--- config.mk ---
export PLATFORM = sky130hd
export DESIGN_NAME = graph_control_top
export DESIGN_NICKNAME = d
export VERILOG_FILES = /design/src/source/graph_pkg.sv /design/src/source/cu_bus_if.sv /design/src/source/graph_control_top.sv /design/src/source/job_dispatch.sv /design/src/source/job_fifo.sv /design/src/source/read_command_arbiter.sv /design/src/source/response_router.sv /design/src/source/vertex_cu.sv
export SDC_FILE = /design/constraint.sdc
export NUM_CORES = 2
export LEC_CHECK = 0
export BUFFER_PORTS_ARGS = -buffer_cell sky130_fd_sc_hd__buf_4
export CAP_MARGIN = 10
export CORE_UTILIZATION = 40
export CTS_CLUSTER_SIZE = 20
export DETAILED_ROUTE_END_ITERATION = 12
export GPL_ROUTABILITY_DRIVEN = 0
export PLACE_DENSITY_LB_ADDON = 0.3
export SYNTH_ARGS = -nofsm -noshare
export SYNTH_HDL_FRONTEND = slang
export SYNTH_SLANG_ARGS = --single-unit
--- constraint.sdc ---
create_clock -name clock -period 4.8 [get_ports clock]
set_clock_uncertainty 0.1 [all_clocks]
set_input_delay 0.96 -clock clock [delete_from_list [all_inputs] [get_ports clock]]
set_output_delay 0.96 -clock clock [all_outputs]
set_load 0.01 [all_outputs]
--- src/source/graph_pkg.sv ---
package graph_pkg;

	////////////////////////////////////////
	// sizes of the engine
	////////////////////////////////////////

	// peer compute units and the id that names one
	localparam int NUM_CU          = 4;
	localparam int CU_ID_BITS      = 2;

	// job fields
	localparam int VERTEX_ID_BITS  = 16;
	localparam int ADDR_BITS       = 32;
	localparam int EDGE_COUNT_BITS = 8;

	// byte stride between neighbouring edge entries
	localparam int EDGE_BYTES      = 4;

	// completion counters at the top level
	localparam int COUNTER_BITS    = 16;

	////////////////////////////////////////
	// buffering
	////////////////////////////////////////

	localparam int JOB_FIFO_DEPTH  = 16;
	localparam int CMD_FIFO_DEPTH  = 8;
	// free entries left when almost-full rises
	localparam int ALFULL_MARGIN   = 2;

	// packed job word is {vertex id, edge base, edge count}
	localparam int JOB_WIDTH = VERTEX_ID_BITS + ADDR_BITS + EDGE_COUNT_BITS;
	// packed command word is {cu id, address}
	localparam int CMD_WIDTH = CU_ID_BITS + ADDR_BITS;

	// first requester at or after ptr, wrapping around the units
	function automatic logic [CU_ID_BITS-1:0] rr_pick(input logic [NUM_CU-1:0] req,
			input logic [CU_ID_BITS-1:0] ptr);
		logic [CU_ID_BITS-1:0] pick;
		logic [CU_ID_BITS-1:0] cand;
		logic found;
		pick  = ptr;
		found = 1'b0;
		for (int n = 0; n < NUM_CU; n++) begin
			cand = ptr + n[CU_ID_BITS-1:0];
			if (!found && req[cand]) begin
				found = 1'b1;
				pick  = cand;
			end
		end
		return pick;
	endfunction

endpackage

--- src/source/cu_bus_if.sv ---
`timescale 1ns/1ps

interface cu_bus_if;

	// job hand-off
	logic                                 job_request;
	logic                                 job_valid;
	logic [graph_pkg::VERTEX_ID_BITS-1:0] job_vertex_id;
	logic [graph_pkg::ADDR_BITS-1:0]      job_edge_base;
	logic [graph_pkg::EDGE_COUNT_BITS-1:0] job_edge_count;

	// read commands and their back-pressure
	logic                                 cmd_valid;
	logic [graph_pkg::ADDR_BITS-1:0]      cmd_address;
	logic [graph_pkg::CU_ID_BITS-1:0]     cmd_id_tag;
	logic                                 cmd_alfull;

	// returned responses
	logic                                 rsp_valid;
	logic [graph_pkg::ADDR_BITS-1:0]      rsp_address;

	modport cu (
		output job_request, cmd_valid, cmd_address, cmd_id_tag,
		input  job_valid, job_vertex_id, job_edge_base, job_edge_count,
		input  cmd_alfull, rsp_valid, rsp_address
	);

	modport dispatch (
		output job_valid, job_vertex_id, job_edge_base, job_edge_count,
		input  job_request
	);

	modport arbiter (output cmd_alfull, input cmd_valid, cmd_address, cmd_id_tag);

	modport router (output rsp_valid, rsp_address);

endinterface

--- src/source/graph_control_top.sv ---
`timescale 1ns/1ps

module graph_control_top (
	input  logic                                  clock,
	input  logic                                  rstn,
	// upstream jobs
	input  logic                                  job_valid,
	input  logic [graph_pkg::VERTEX_ID_BITS-1:0]  job_vertex_id,
	input  logic [graph_pkg::ADDR_BITS-1:0]       job_edge_base,
	input  logic [graph_pkg::EDGE_COUNT_BITS-1:0] job_edge_count,
	output logic                                  job_request,
	// shared read port
	output logic                                  read_valid,
	output logic [graph_pkg::ADDR_BITS-1:0]       read_address,
	output logic [graph_pkg::CU_ID_BITS-1:0]      read_cu_id,
	input  logic                                  read_alfull,
	input  logic                                  response_valid,
	input  logic [graph_pkg::CU_ID_BITS-1:0]      response_cu_id,
	input  logic [graph_pkg::ADDR_BITS-1:0]       response_address,
	// completion counts
	output logic [graph_pkg::COUNTER_BITS-1:0]    vertex_count,
	output logic [graph_pkg::COUNTER_BITS-1:0]    edge_count
);

	cu_bus_if cu_bus [graph_pkg::NUM_CU] ();

	logic [graph_pkg::COUNTER_BITS-1:0] vertex_done [graph_pkg::NUM_CU];
	logic [graph_pkg::COUNTER_BITS-1:0] edge_done [graph_pkg::NUM_CU];
	logic [graph_pkg::COUNTER_BITS-1:0] vertex_sum;
	logic [graph_pkg::COUNTER_BITS-1:0] edge_sum;

	job_dispatch dispatch (
		.clock         (clock),
		.rstn          (rstn),
		.job_valid     (job_valid),
		.job_vertex_id (job_vertex_id),
		.job_edge_base (job_edge_base),
		.job_edge_count(job_edge_count),
		.job_request   (job_request),
		.cu_bus        (cu_bus)
	);

	for (genvar i = 0; i < graph_pkg::NUM_CU; i++) begin : g_cu
		vertex_cu #(
			.CU_ID(i)
		) cu (
			.clock            (clock),
			.rstn             (rstn),
			.cu_bus           (cu_bus[i]),
			.vertex_done_count(vertex_done[i]),
			.edge_done_count  (edge_done[i])
		);
	end

	read_command_arbiter arbiter (
		.clock       (clock),
		.rstn        (rstn),
		.cu_bus      (cu_bus),
		.read_alfull (read_alfull),
		.read_valid  (read_valid),
		.read_address(read_address),
		.read_cu_id  (read_cu_id)
	);

	response_router router (
		.clock           (clock),
		.rstn            (rstn),
		.response_valid  (response_valid),
		.response_cu_id  (response_cu_id),
		.response_address(response_address),
		.cu_bus          (cu_bus)
	);

	////////////////////////////////////////
	// completion counts
	////////////////////////////////////////

	always_comb begin
		vertex_sum = '0;
		edge_sum   = '0;
		for (int n = 0; n < graph_pkg::NUM_CU; n++) begin
			vertex_sum = vertex_sum + vertex_done[n];
			edge_sum   = edge_sum + edge_done[n];
		end
	end

	always_ff @(posedge clock or negedge rstn) begin
		if (!rstn) begin
			vertex_count <= '0;
			edge_count   <= '0;
		end else begin
			vertex_count <= vertex_sum;
			edge_count   <= edge_sum;
		end
	end

endmodule

--- src/source/job_dispatch.sv ---
`timescale 1ns/1ps

module job_dispatch (
	input  logic                                  clock,
	input  logic                                  rstn,
	input  logic                                  job_valid,
	input  logic [graph_pkg::VERTEX_ID_BITS-1:0]  job_vertex_id,
	input  logic [graph_pkg::ADDR_BITS-1:0]       job_edge_base,
	input  logic [graph_pkg::EDGE_COUNT_BITS-1:0] job_edge_count,
	output logic                                  job_request,
	cu_bus_if.dispatch                            cu_bus [graph_pkg::NUM_CU]
);

	logic [graph_pkg::JOB_WIDTH-1:0] head;
	logic [graph_pkg::JOB_WIDTH-1:0] job_q;
	logic job_empty;
	logic job_full;
	logic job_alfull;
	logic [graph_pkg::NUM_CU-1:0] idle;
	logic [graph_pkg::NUM_CU-1:0] grant_q;
	logic [graph_pkg::CU_ID_BITS-1:0] rr_ptr;
	logic [graph_pkg::CU_ID_BITS-1:0] grant_idx;
	logic pop;

	job_fifo #(
		.WIDTH(graph_pkg::JOB_WIDTH),
		.DEPTH(graph_pkg::JOB_FIFO_DEPTH)
	) vertex_job_buffer (
		.clock   (clock),
		.rstn    (rstn),
		.push    (job_valid),
		.data_in ({job_vertex_id, job_edge_base, job_edge_count}),
		.pop     (pop),
		.data_out(head),
		.empty   (job_empty),
		.full    (job_full),
		.alfull  (job_alfull)
	);

	////////////////////////////////////////
	// grant to idle units
	////////////////////////////////////////

	// a unit granted last cycle still shows its request this cycle
	for (genvar i = 0; i < graph_pkg::NUM_CU; i++) begin : g_unit
		assign idle[i] = cu_bus[i].job_request && !grant_q[i];
		assign cu_bus[i].job_valid      = grant_q[i];
		assign cu_bus[i].job_vertex_id  = job_q[graph_pkg::JOB_WIDTH-1 -: graph_pkg::VERTEX_ID_BITS];
		assign cu_bus[i].job_edge_base  = job_q[graph_pkg::EDGE_COUNT_BITS +: graph_pkg::ADDR_BITS];
		assign cu_bus[i].job_edge_count = job_q[graph_pkg::EDGE_COUNT_BITS-1:0];
	end

	assign pop       = !job_empty && (|idle);
	assign grant_idx = graph_pkg::rr_pick(idle, rr_ptr);

	always_ff @(posedge clock or negedge rstn) begin
		if (!rstn) begin
			grant_q     <= '0;
			rr_ptr      <= '0;
			job_request <= 1'b0;
		end else begin
			grant_q     <= '0;
			job_request <= !job_alfull;
			if (pop) begin
				grant_q[grant_idx] <= 1'b1;
				rr_ptr             <= grant_idx + 1'b1;
			end
		end
	end

	// one job register shared by all units, only the granted one sees valid
	always_ff @(posedge clock) begin
		if (pop)
			job_q <= head;
	end

	// upstream must stop once job_request falls
	no_push_when_full: assert property (@(posedge clock) disable iff (!rstn)
		job_valid |-> !job_full)
		else $error("job pushed into a full job buffer");

endmodule

--- src/source/job_fifo.sv ---
`timescale 1ns/1ps

module job_fifo #(
	parameter int WIDTH = 8,
	parameter int DEPTH = 16
) (
	input  logic             clock,
	input  logic             rstn,
	input  logic             push,
	input  logic [WIDTH-1:0] data_in,
	input  logic             pop,
	output logic [WIDTH-1:0] data_out,
	output logic             empty,
	output logic             full,
	output logic             alfull
);

	logic [WIDTH-1:0] mem [DEPTH];
	logic [$clog2(DEPTH)-1:0] wr_ptr;
	logic [$clog2(DEPTH)-1:0] rd_ptr;
	logic [$clog2(DEPTH):0] count;
	logic do_push;
	logic do_pop;

	// overflow and underflow requests are dropped
	assign do_push = push && !full;
	assign do_pop  = pop && !empty;

	always_ff @(posedge clock or negedge rstn) begin
		if (!rstn) begin
			wr_ptr <= '0;
			rd_ptr <= '0;
			count  <= '0;
		end else begin
			if (do_push)
				wr_ptr <= wr_ptr + 1'b1;
			if (do_pop)
				rd_ptr <= rd_ptr + 1'b1;
			if (do_push && !do_pop)
				count <= count + 1'b1;
			else if (do_pop && !do_push)
				count <= count - 1'b1;
		end
	end

	always_ff @(posedge clock) begin
		if (do_push)
			mem[wr_ptr] <= data_in;
	end

	// head word is visible without a pop
	assign data_out = mem[rd_ptr];
	assign empty    = (count == 0);
	assign full     = (count == DEPTH);
	assign alfull   = (count >= DEPTH - graph_pkg::ALFULL_MARGIN);

endmodule

--- src/source/read_command_arbiter.sv ---
`timescale 1ns/1ps

module read_command_arbiter (
	input  logic                             clock,
	input  logic                             rstn,
	cu_bus_if.arbiter                        cu_bus [graph_pkg::NUM_CU],
	input  logic                             read_alfull,
	output logic                             read_valid,
	output logic [graph_pkg::ADDR_BITS-1:0]  read_address,
	output logic [graph_pkg::CU_ID_BITS-1:0] read_cu_id
);

	logic [graph_pkg::CMD_WIDTH-1:0] buf_data [graph_pkg::NUM_CU];
	logic [graph_pkg::NUM_CU-1:0] buf_push;
	logic [graph_pkg::NUM_CU-1:0] buf_pop;
	logic [graph_pkg::NUM_CU-1:0] buf_empty;
	logic [graph_pkg::NUM_CU-1:0] buf_full;
	logic [graph_pkg::CU_ID_BITS-1:0] rr_ptr;
	logic [graph_pkg::CU_ID_BITS-1:0] grant_idx;
	logic pop;

	////////////////////////////////////////
	// per-unit command buffers
	////////////////////////////////////////

	for (genvar i = 0; i < graph_pkg::NUM_CU; i++) begin : g_cmd
		assign buf_push[i] = cu_bus[i].cmd_valid;
		assign buf_pop[i]  = pop && (grant_idx == i);

		job_fifo #(
			.WIDTH(graph_pkg::CMD_WIDTH),
			.DEPTH(graph_pkg::CMD_FIFO_DEPTH)
		) cmd_buffer (
			.clock   (clock),
			.rstn    (rstn),
			.push    (buf_push[i]),
			.data_in ({cu_bus[i].cmd_id_tag, cu_bus[i].cmd_address}),
			.pop     (buf_pop[i]),
			.data_out(buf_data[i]),
			.empty   (buf_empty[i]),
			.full    (buf_full[i]),
			.alfull  (cu_bus[i].cmd_alfull)
		);

		// the unit has to honour cmd_alfull in time
		no_push_when_full: assert property (@(posedge clock) disable iff (!rstn)
			buf_push[i] |-> !buf_full[i])
			else $error("command pushed into full buffer of unit %0d", i);
	end

	////////////////////////////////////////
	// merge onto the read port
	////////////////////////////////////////

	assign pop       = !read_alfull && !(&buf_empty);
	assign grant_idx = graph_pkg::rr_pick(~buf_empty, rr_ptr);

	always_ff @(posedge clock or negedge rstn) begin
		if (!rstn) begin
			read_valid <= 1'b0;
			rr_ptr     <= '0;
		end else begin
			read_valid <= pop;
			if (pop)
				rr_ptr <= grant_idx + 1'b1;
		end
	end

	always_ff @(posedge clock) begin
		if (pop)
			{read_cu_id, read_address} <= buf_data[grant_idx];
	end

endmodule

--- src/source/response_router.sv ---
`timescale 1ns/1ps

module response_router (
	input  logic                             clock,
	input  logic                             rstn,
	input  logic                             response_valid,
	input  logic [graph_pkg::CU_ID_BITS-1:0] response_cu_id,
	input  logic [graph_pkg::ADDR_BITS-1:0]  response_address,
	cu_bus_if.router                         cu_bus [graph_pkg::NUM_CU]
);

	logic [graph_pkg::NUM_CU-1:0] rsp_q;
	logic [graph_pkg::ADDR_BITS-1:0] address_q;

	// registered one-hot decode of the id
	always_ff @(posedge clock or negedge rstn) begin
		if (!rstn) begin
			rsp_q <= '0;
		end else begin
			rsp_q <= '0;
			if (response_valid)
				rsp_q[response_cu_id] <= 1'b1;
		end
	end

	always_ff @(posedge clock) begin
		if (response_valid)
			address_q <= response_address;
	end

	for (genvar i = 0; i < graph_pkg::NUM_CU; i++) begin : g_unit
		assign cu_bus[i].rsp_valid   = rsp_q[i];
		assign cu_bus[i].rsp_address = address_q;
	end

	// memory must echo an id that a unit actually issued
	valid_cu_id: assert property (@(posedge clock) disable iff (!rstn)
		response_valid |-> !$isunknown(response_cu_id) &&
			(response_cu_id < graph_pkg::NUM_CU))
		else $error("response carries unknown unit id %0d", response_cu_id);

endmodule

--- src/source/vertex_cu.sv ---
`timescale 1ns/1ps

module vertex_cu #(
	parameter int CU_ID = 0
) (
	input  logic                               clock,
	input  logic                               rstn,
	cu_bus_if.cu                               cu_bus,
	output logic [graph_pkg::COUNTER_BITS-1:0] vertex_done_count,
	output logic [graph_pkg::COUNTER_BITS-1:0] edge_done_count
);

	logic busy;
	logic [graph_pkg::VERTEX_ID_BITS-1:0] vertex_id_q;
	logic [graph_pkg::EDGE_COUNT_BITS-1:0] edge_count_q;
	logic [graph_pkg::EDGE_COUNT_BITS-1:0] issued_q;
	logic [graph_pkg::EDGE_COUNT_BITS-1:0] returned_q;
	logic [graph_pkg::ADDR_BITS-1:0] next_addr;
	logic issue;
	logic last_rsp;

	////////////////////////////////////////
	// command issue
	////////////////////////////////////////

	// one edge per cycle until all are out or the buffer pushes back
	assign issue = busy && (issued_q != edge_count_q) && !cu_bus.cmd_alfull;

	assign cu_bus.cmd_valid   = issue;
	assign cu_bus.cmd_address = next_addr;
	assign cu_bus.cmd_id_tag  = CU_ID[graph_pkg::CU_ID_BITS-1:0];

	// job done once this response brings the returned count up to the edge count
	assign last_rsp = busy && cu_bus.rsp_valid && (returned_q + 1'b1 == edge_count_q);

	////////////////////////////////////////
	// job state and counters
	////////////////////////////////////////

	always_ff @(posedge clock or negedge rstn) begin
		if (!rstn) begin
			busy              <= 1'b0;
			cu_bus.job_request <= 1'b0;
			issued_q          <= '0;
			returned_q        <= '0;
			vertex_done_count <= '0;
			edge_done_count   <= '0;
		end else if (!busy) begin
			cu_bus.job_request <= 1'b1;
			if (cu_bus.job_valid) begin
				issued_q   <= '0;
				returned_q <= '0;
				if (cu_bus.job_edge_count == 0) begin
					// nothing to fetch so the job retires at once
					vertex_done_count <= vertex_done_count + 1'b1;
				end else begin
					busy               <= 1'b1;
					cu_bus.job_request <= 1'b0;
				end
			end
		end else begin
			if (issue)
				issued_q <= issued_q + 1'b1;
			if (cu_bus.rsp_valid)
				returned_q <= returned_q + 1'b1;
			if (last_rsp) begin
				busy               <= 1'b0;
				cu_bus.job_request <= 1'b1;
				vertex_done_count  <= vertex_done_count + 1'b1;
				edge_done_count    <= edge_done_count +
					{{(graph_pkg::COUNTER_BITS - graph_pkg::EDGE_COUNT_BITS){1'b0}}, edge_count_q};
			end
		end
	end

	// job payload and address walk
	always_ff @(posedge clock) begin
		if (!busy && cu_bus.job_valid) begin
			vertex_id_q  <= cu_bus.job_vertex_id;
			edge_count_q <= cu_bus.job_edge_count;
			next_addr    <= cu_bus.job_edge_base;
		end else if (issue) begin
			next_addr <= next_addr + graph_pkg::EDGE_BYTES;
		end
	end

	// responses only come back for commands of the current job
	rsp_only_when_busy: assert property (@(posedge clock) disable iff (!rstn)
		cu_bus.rsp_valid |-> busy)
		else $error("unit %0d got a response while idle, last vertex %0h",
			CU_ID, vertex_id_q);

	// returned address lies among the edges issued so far for this job
	rsp_in_issued_range: assert property (@(posedge clock) disable iff (!rstn)
		cu_bus.rsp_valid && busy |->
			(cu_bus.rsp_address < next_addr) &&
			(cu_bus.rsp_address >= next_addr - issued_q * graph_pkg::EDGE_BYTES))
		else $error("unit %0d got response address %0h outside its job",
			CU_ID, cu_bus.rsp_address);

endmodule

Word-level counts from Yosys, hierarchy flattened
Memory sizes are Yosys's and may differ from the RTL's. A register that Yosys moved wholly into a read port is not among the register bits.
Index checks and enable logic that the tools add are counted.
{ "totals": {"regBits": 493, "ramBits": 1920, "in_bits": 95, "out_inout_bits": 68, "word_cells": 432, "memories": 5} }
{ "classes": {"n_addsub": 54, "order_cmp": 18, "eq_ne": 28, "mux": 127, "bitwise_logic": 2, "n_reduce_logical": 141} }
{ "mem_list": {"columns": ["memory", "words", "word_bits", "rd", "rd_clocked_by_memory_dff", "write_ports", "line", "source"], "rows": [
  ["dispatch.vertex_job_buffer.mem", 16, 56, 1, 1, 1, "job_fifo.sv:18", "logic [WIDTH-1:0] mem [DEPTH];"],
  ["arbiter.g_cmd[0].cmd_buffer.mem", 8, 32, 1, 0, 1, "job_fifo.sv:18", null],
  ["arbiter.g_cmd[1].cmd_buffer.mem", 8, 32, 1, 0, 1, "job_fifo.sv:18", null],
  ["arbiter.g_cmd[2].cmd_buffer.mem", 8, 32, 1, 0, 1, "job_fifo.sv:18", null],
  ["arbiter.g_cmd[3].cmd_buffer.mem", 8, 32, 1, 0, 1, "job_fifo.sv:18", null]
]} }
{ "ops": {"columns": ["op", "count"], "rows": [
  ["2-to-1 mux 16 bit", 16],
  ["2-to-1 mux 32 bit", 8],
  ["2-to-1 mux 8 bit", 20],
  ["adder 32 x 3 -> 32 bit, second input constant", 4],
  ["adder 16 bit", 6],
  ["binary-select mux 34 bit (select 2 bit)", 1],
  ["2-to-1 mux 34 bit", 2],
  ["adder 16 x 1 -> 16 bit, second input constant", 4],
  ["adder 16 x 8 -> 16 bit", 4],
  ["adder 8 x 1 -> 8 bit, second input constant", 8],
  ["logical AND 1 bit", 58],
  ["2-to-1 mux 1 bit", 52],
  ["zero test 1 bit", 41],
  ["2-to-1 mux 4 bit", 10],
  ["nonzero test 2 bit", 17],
  ["equality test 8 bit", 4],
  ["inequality test 8 bit", 4],
  ["less-than comparator 2 x 3 -> 1 bit, second input constant", 10],
  ["adder 3 x 1 -> 3 bit, second input constant", 8],
  ["adder 4 x 1 -> 4 bit, second input constant", 6],
  ["AND reduction 2 bit", 12],
  ["binary-select mux 1 bit (select 2 bit)", 8],
  ["equality test 4 bit, second input constant", 4],
  ["greater-or-equal comparator 4 x 3 -> 1 bit, second input constant", 4],
  ["25 further kinds", 59]
]} }

Depth between registers and ports, before layout
{ "logic_depth": {"depth_word": 20, "ltp_mapped": 14} }

Hierarchy
A second synthesis with hierarchy kept.
{ "hier_totals": {"cells_unflattened": 6463, "hier_area_um2": 109796.6} }
{ "by_module_without_submodules": {"columns": ["mod", "n_inst", "cells_per_inst", "area_each_um2", "seq_area_each_um2"], "rows": [
  ["job_fifo at arbiter.g_cmd[0].cmd_buffer ...", 4, 459, 10891.7, 8418.1],
  ["job_fifo at dispatch.vertex_job_buffer", 1, 1761, 35312.6, 27231.1],
  ["vertex_cu at g_cu[1].cu ...", 2, 481, 4909.7, 2452.4],
  ["vertex_cu at g_cu[0].cu ...", 2, 480, 4906.0, 2452.4],
  ["graph_control_top", 1, 436, 3981.3, 800.8],
  ["job_dispatch", 1, 268, 3372.0, 1856.8],
  ["read_command_arbiter", 1, 104, 2113.3, 1096.1],
  ["response_router", 1, 136, 1819.2, 1061.0]
]} }

Worst setup path after synthesis
No wires, ideal clock.
{ "synth_path": {"path_type": "register to register", "start": "register g_cu[3].cu.busy", "end": "memory arbiter.g_cmd[3].cmd_buffer.mem[2][0] in the netlist's numbering (enable)", "setup_ns": 0.513, "t_arrival_ns": 4.534, "required_time_ns": 4.187, "slack_ns": -0.347, "stages_incl_launch_ff": 7, "path_buffers": 2, "cell_sequence": "dfrtp_1 clkbuf_1 inv_1 a211oi_1 o21ai_0 clkbuf_1 nor4b_1"} }
{ "synth_between": {"elab_chain_len": 5} }
{ "synth_rtl": {"columns": ["element", "line", "source"], "rows": [
  ["start: declaration", "vertex_cu.sv:13", "logic busy;"],
  ["start signal: assignment", "vertex_cu.sv:42", "busy <= 1'b0;"],
  ["start signal: assignment", "vertex_cu.sv:57", "busy <= 1'b1;"],
  ["start signal: assignment", "vertex_cu.sv:67", "busy <= 1'b0;"],
  ["logical AND 1 bit (2 in series)", "vertex_cu.sv:27", "assign issue = busy && (issued_q != edge_count_q) && !cu_bus.cmd_alfull;"],
  ["logical AND 1 bit", "job_fifo.sv:26", "assign do_push = push && !full;"],
  ["2-to-1 mux 1 bit", "job_fifo.sv:47", "if (do_push)"],
  ["2-to-1 mux 1 bit (implied by the code)", "job_fifo.sv:48", "mem[wr_ptr] <= data_in;"],
  ["end: declaration", "job_fifo.sv:18", null]
]} }
No other way between the ends.

Worst setup path in the final report
{ "layout_path": {"start": "register arbiter.g_cmd[2].cmd_buffer.count[2]", "end": "register arbiter.g_cmd[0].cmd_buffer.count[3]"} }
{ "layout_between": {"elab_chain_len": 20, "elab_cells_between_ends": 33, "cone_classes": "mux: 15; bitwise: 1; reduce/logical: 17"} }
{ "layout_rtl": {"columns": ["element", "line", "source"], "rows": [
  ["start: declaration", "job_fifo.sv:21", "logic [$clog2(DEPTH):0] count;"],
  ["start signal: assignment", "job_fifo.sv:40", "count <= count + 1'b1;"],
  ["start signal: assignment", "job_fifo.sv:42", "count <= count - 1'b1;"],
  ["zero test 4 bit *", "job_fifo.sv:53", "assign empty = (count == 0);"],
  ["inverter 4 bit", "read_command_arbiter.sv:56", "assign grant_idx = graph_pkg::rr_pick(~buf_empty, rr_ptr);"],
  ["binary-select mux 1 bit (select 2 bit)", "graph_pkg.sv:46", "if (!found && req[cand]) begin"],
  ["2-to-1 mux 1 bit (implied by the code)", "graph_pkg.sv:46", null],
  ["2-to-1 mux 1 bit", "graph_pkg.sv:46", null],
  ["zero test 1 bit", "graph_pkg.sv:46", null],
  ["logical AND 1 bit", "graph_pkg.sv:46", null],
  ["2-to-1 mux 1 bit", "graph_pkg.sv:46", null],
  ["[4 not listed]", null, null],
  ["logical AND 1 bit", "graph_pkg.sv:46", null],
  ["2-to-1 mux 2 bit", "graph_pkg.sv:46", null],
  ["zero test 2 bit", "read_command_arbiter.sv:28", "assign buf_pop[i] = pop && (grant_idx == i);"],
  ["logical AND 1 bit *", "read_command_arbiter.sv:28", null],
  ["logical AND 1 bit *", "job_fifo.sv:27", "assign do_pop = pop && !empty;"],
  ["zero test 1 bit", "job_fifo.sv:39", "if (do_push && !do_pop)"],
  ["logical AND 1 bit", "job_fifo.sv:39", null],
  ["2-to-1 mux 4 bit or nonzero test 2 bit (tied branches)", null, null],
  ["end signal: assignment", "job_fifo.sv:40", null],
  ["end signal: assignment", "job_fifo.sv:42", null],
  ["end: declaration", "job_fifo.sv:21", null]
]} }
Mark *: on every way between the ends. The rest lies on a longest branch, timed or not. The select of a mux whose other input is x is not followed.
A chain may end at the register's enable or synchronous reset.

==> impl_metrics.tcl <==
set metrics [dict create \
    status "completed" \
    synthArstFlopShare_pct 13.61 \
    antenna_found_initial 29 \
    critPathLaunchType "flip-flop" \
    critPathMaxFanout 7 \
    ys_top_cells_by_count "edfxtp_1, mux4_2, nand2_1" \
    pwr-share-comb_pct 25.9 \
    place_area_um2 97490 \
    yosysUniqueCellTypes 85 \
    cts_buffer_depth 3 \
    ctsHoldBuffers 0 \
    die_height_um 481.7 \
    die_area_um2 232000 \
    worstPathArrival_ns 4.68 \
    switchingPower_mw 21.56 \
    firstDrtPassIters 5 \
    first_global_vias 48994 \
    whs_ns 0.1337 \
    num_rows 175 \
    route.antenna.remaining_nets 0 \
    drive_above_1_share_pct 20.62 \
    synth-compound-area-share_pct 3.628 \
    dr.first_iter.drc_count 4754 \
    drv_cap 0 \
    grt_max_degree 119 \
    regArea_um2 64510 \
    wl_um 219300 \
    timing.slew.headroom_pct 22.77 \
    slew_viol_final 0 \
    ys.flop_type "edfxtp_1" \
    critPathKind "flip-flop to flip-flop" \
    die_width_um 481.7 \
    post-route-util_pct 45.92 \
    rsz0062_at_grt "false" \
    power.internal_mw 43.76 \
    finalInstanceArea_um2 104700 \
    synth_area_leader_cell "edfxtp_1" \
    yosys_warnings 0 \
    worstMarginPinSlew_ns 1.148 \
    vias 47848 \
    r2r_cells 13 \
    hp-class "primary input to async pin" \
    synth_cells 5274 \
    clkTransAtPathRegs_ns 0.06 \
    grt_pass1_wl_um 325200 \
    synth_mux_area_share_pct 12.89 \
    swShare_pct 33.01 \
    fin_crit_sh_pct 84.11 \
    synthAdderAreaFrac_pct 3.010 \
    synthSimpleGateAreaFrac_pct 4.986 \
    core-area_um2 227900 \
    io_pins 163 \
    finalHoldViolCount 0 \
    post_cts_buffers 0 \
    fin_crit_ns 4.037 \
    required_ns 5.44 \
    yosysMostFrequentCell "edfxtp_1" \
    nFillCells 19302 \
    power.density_nw_per_um2 624.0 \
    ys_ff_latch 2197 \
    avgSynthCellArea_um2 17.45 \
    clk_latency_ns 0.88 \
    drc 0 \
    areaGrowthSynthToFinish_pct 13.73 \
    synth_edf_count 1898 \
    ir_drop_uv 363.9 \
    multi_input_area_um2 26440 \
    cts_tree "built" \
    fmax_mhz 247.7 \
    start_util_pct 40.38 \
    io_buffer_count 114 \
    routed_via_density 5.490 \
    synth_top_family_by_area "multiplexers" \
    p_total_mw 65.32 \
    grt_util_all_layers_pct 19.05 \
    dpl.hpwl_um 136200 \
    synth-seq-area-share_pct 70.05 \
    grt_overflow_total 0 \
    end_kind "flip-flop" \
    clock-sinks 2197 \
    seqPwrFrac_pct 48.0 \
    netlist_area_um2 92040 \
    nNetsFinal 5787 \
    p_leak_nw 35.41 \
    fin_setup_tns_ns 0 \
    numCtsBuffers 216 \
    clkPwrFrac_pct 26.1 \
    wl_per_cell_um 25.16 \
    synth_top_area_share_pct 61.92 \
    ys_top_cells_by_area "edfxtp_1, mux4_2, dfrtp_1" \
    cts.repair.resized 0 \
    synthesis.nets 5549 \
    htree_levels 4 \
    synthXorXnorAreaFrac_pct 3.726 \
    cts_root_buffer "clkbuf_16" \
    setup_viol 0 \
]
## cells by family after synthesis
| family | after synthesis |
|---|---|
| AO/OA/AOI/OAI | 551 |
| XOR/XNOR | 390 |
| adder cells (fa/ha/maj) | 180 |
| buffers and inverters | 401 |
| flip-flops | 2197 |
| multiplexers | 605 |
| AND/OR/NAND/NOR | 950 |
## per-stage QoR
step                std cells  setup WS, ns
floorplan                5274     0.0003473
global placement         8303        0.8008
detailed placement       8303        0.8065
CTS                      8713        0.7992
global route             8714        0.5598
finish                   8716        0.7627
## registers in the layout, indices dropped and copies added, names as in the netlist, 32 cells and up
name / count
arbiter.g_cmd.cmd_buffer.mem: 1024
dispatch.vertex_job_buffer.mem: 640
g_cu.cu.cu_bus.cmd_address: 128
g_cu.cu.edge_done_count: 64
g_cu.cu.vertex_done_count: 64
dispatch.job_q: 40
arbiter.read_address: 32
g_cu.cu.edge_count_q: 32
g_cu.cu.issued_q: 32
g_cu.cu.returned_q: 32
## worst max-delay path, stage by stage, from the launching register on
cell and delay, ns:
dfrtp_1 0.42, nor4_2 0.85, o21ai_0 0.17, a22oi_1 0.33
o21ai_4 0.11, a2111o_1 0.58, ha_1 0.29, inv_1 0.12
ha_1 0.25, a21o_1 0.18, a21oi_1 0.16, xnor2_1 0.14
nor2_1 0.07, xor2_1 0.14
## final timing paths
check / endpoint / slack [ns] / startpoint
min in group clock: router.rsp_q[0]$_DFF_PN0_ / 0.21 / response_cu_id[0]
max in group asynchronous: arbiter.g_cmd[1].cmd_buffer.wr_ptr[0]$_DFFE_PN0P_ / 3.32 / rstn
hold / removal: g_cu[1].cu.vertex_done_count[9]$_DFFE_PN0P_ / 0.13 / rstn
setup / recovery: arbiter.g_cmd[0].cmd_buffer.count[3]$_DFFE_PN0P_ / 0.76 / arbiter.g_cmd[2].cmd_buffer.count[2]$_DFFE_PN0P_
setup reg to reg: arbiter.g_cmd[0].cmd_buffer.count[3]$_DFFE_PN0P_ / 0.76 / arbiter.g_cmd[2].cmd_buffer.count[2]$_DFFE_PN0P_
hold reg to reg: g_cu[0].cu.edge_done_count[10]$_DFFE_PN0P_ / 0.37 / g_cu[0].cu.edge_done_count[10]$_DFFE_PN0P_
## layer usage
metal | track usage [%] | part of all wire (%)
met2 | 29.80 | 47
met1 | 27.16 | 44
met3 | 3.320 | 6.6
met4 | 5.835 | 2.8
met5 | 0 | 0.068
## power groups by stage
| stage | registers [mW] | logic [mW] | clock network [mW] |
|---|---|---|---|
| 2_1_floorplan | 28.8 | 12.0 | 0 |
| 3_3_place_gp | 31.5 | 17.0 | 0 |
| 3_5_place_dp | 31.8 | 17.2 | 0 |
| 4_1_cts | 31.4 | 17.2 | 17.4 |
| 5_1_grt | 31.8 | 18.2 | 18.1 |
| 6_report | 31.3 | 16.9 | 17.0 |
## cell usage in the layout (no fill, tap or decap), types with 53 or more instances in the layout
| master | n |
|---|---|
| a21oi_1 | 61 |
| buf_4 | 208 |
| clkbuf_16 | 217 |
| clkinv_1 | 53 |
| dfrtp_1 | 284 |
| edfxtp_1 | 1898 |
| fa_1 | 69 |
| ha_1 | 111 |
| inv_1 | 183 |
| mux2_2 | 83 |
| mux2i_1 | 66 |
| mux4_2 | 456 |
| nand2_1 | 376 |
| nand3_1 | 96 |
| nor2_1 | 154 |
| o21ai_0 | 292 |
| xnor2_1 | 243 |
| xor2_1 | 146 |
## area by class of cell
class	count	share of cell area, %
clock buffers	274	5.440
inverters	187	0.6706
clock inverters	136	1.414
diodes	3	0.007172
well taps	3009	3.597
multi-input cells	2676	25.25
repair buffers	234	1.984
flip-flops and latches	2197	61.63
No activity file was read; power rests on OpenSTA's default activity.
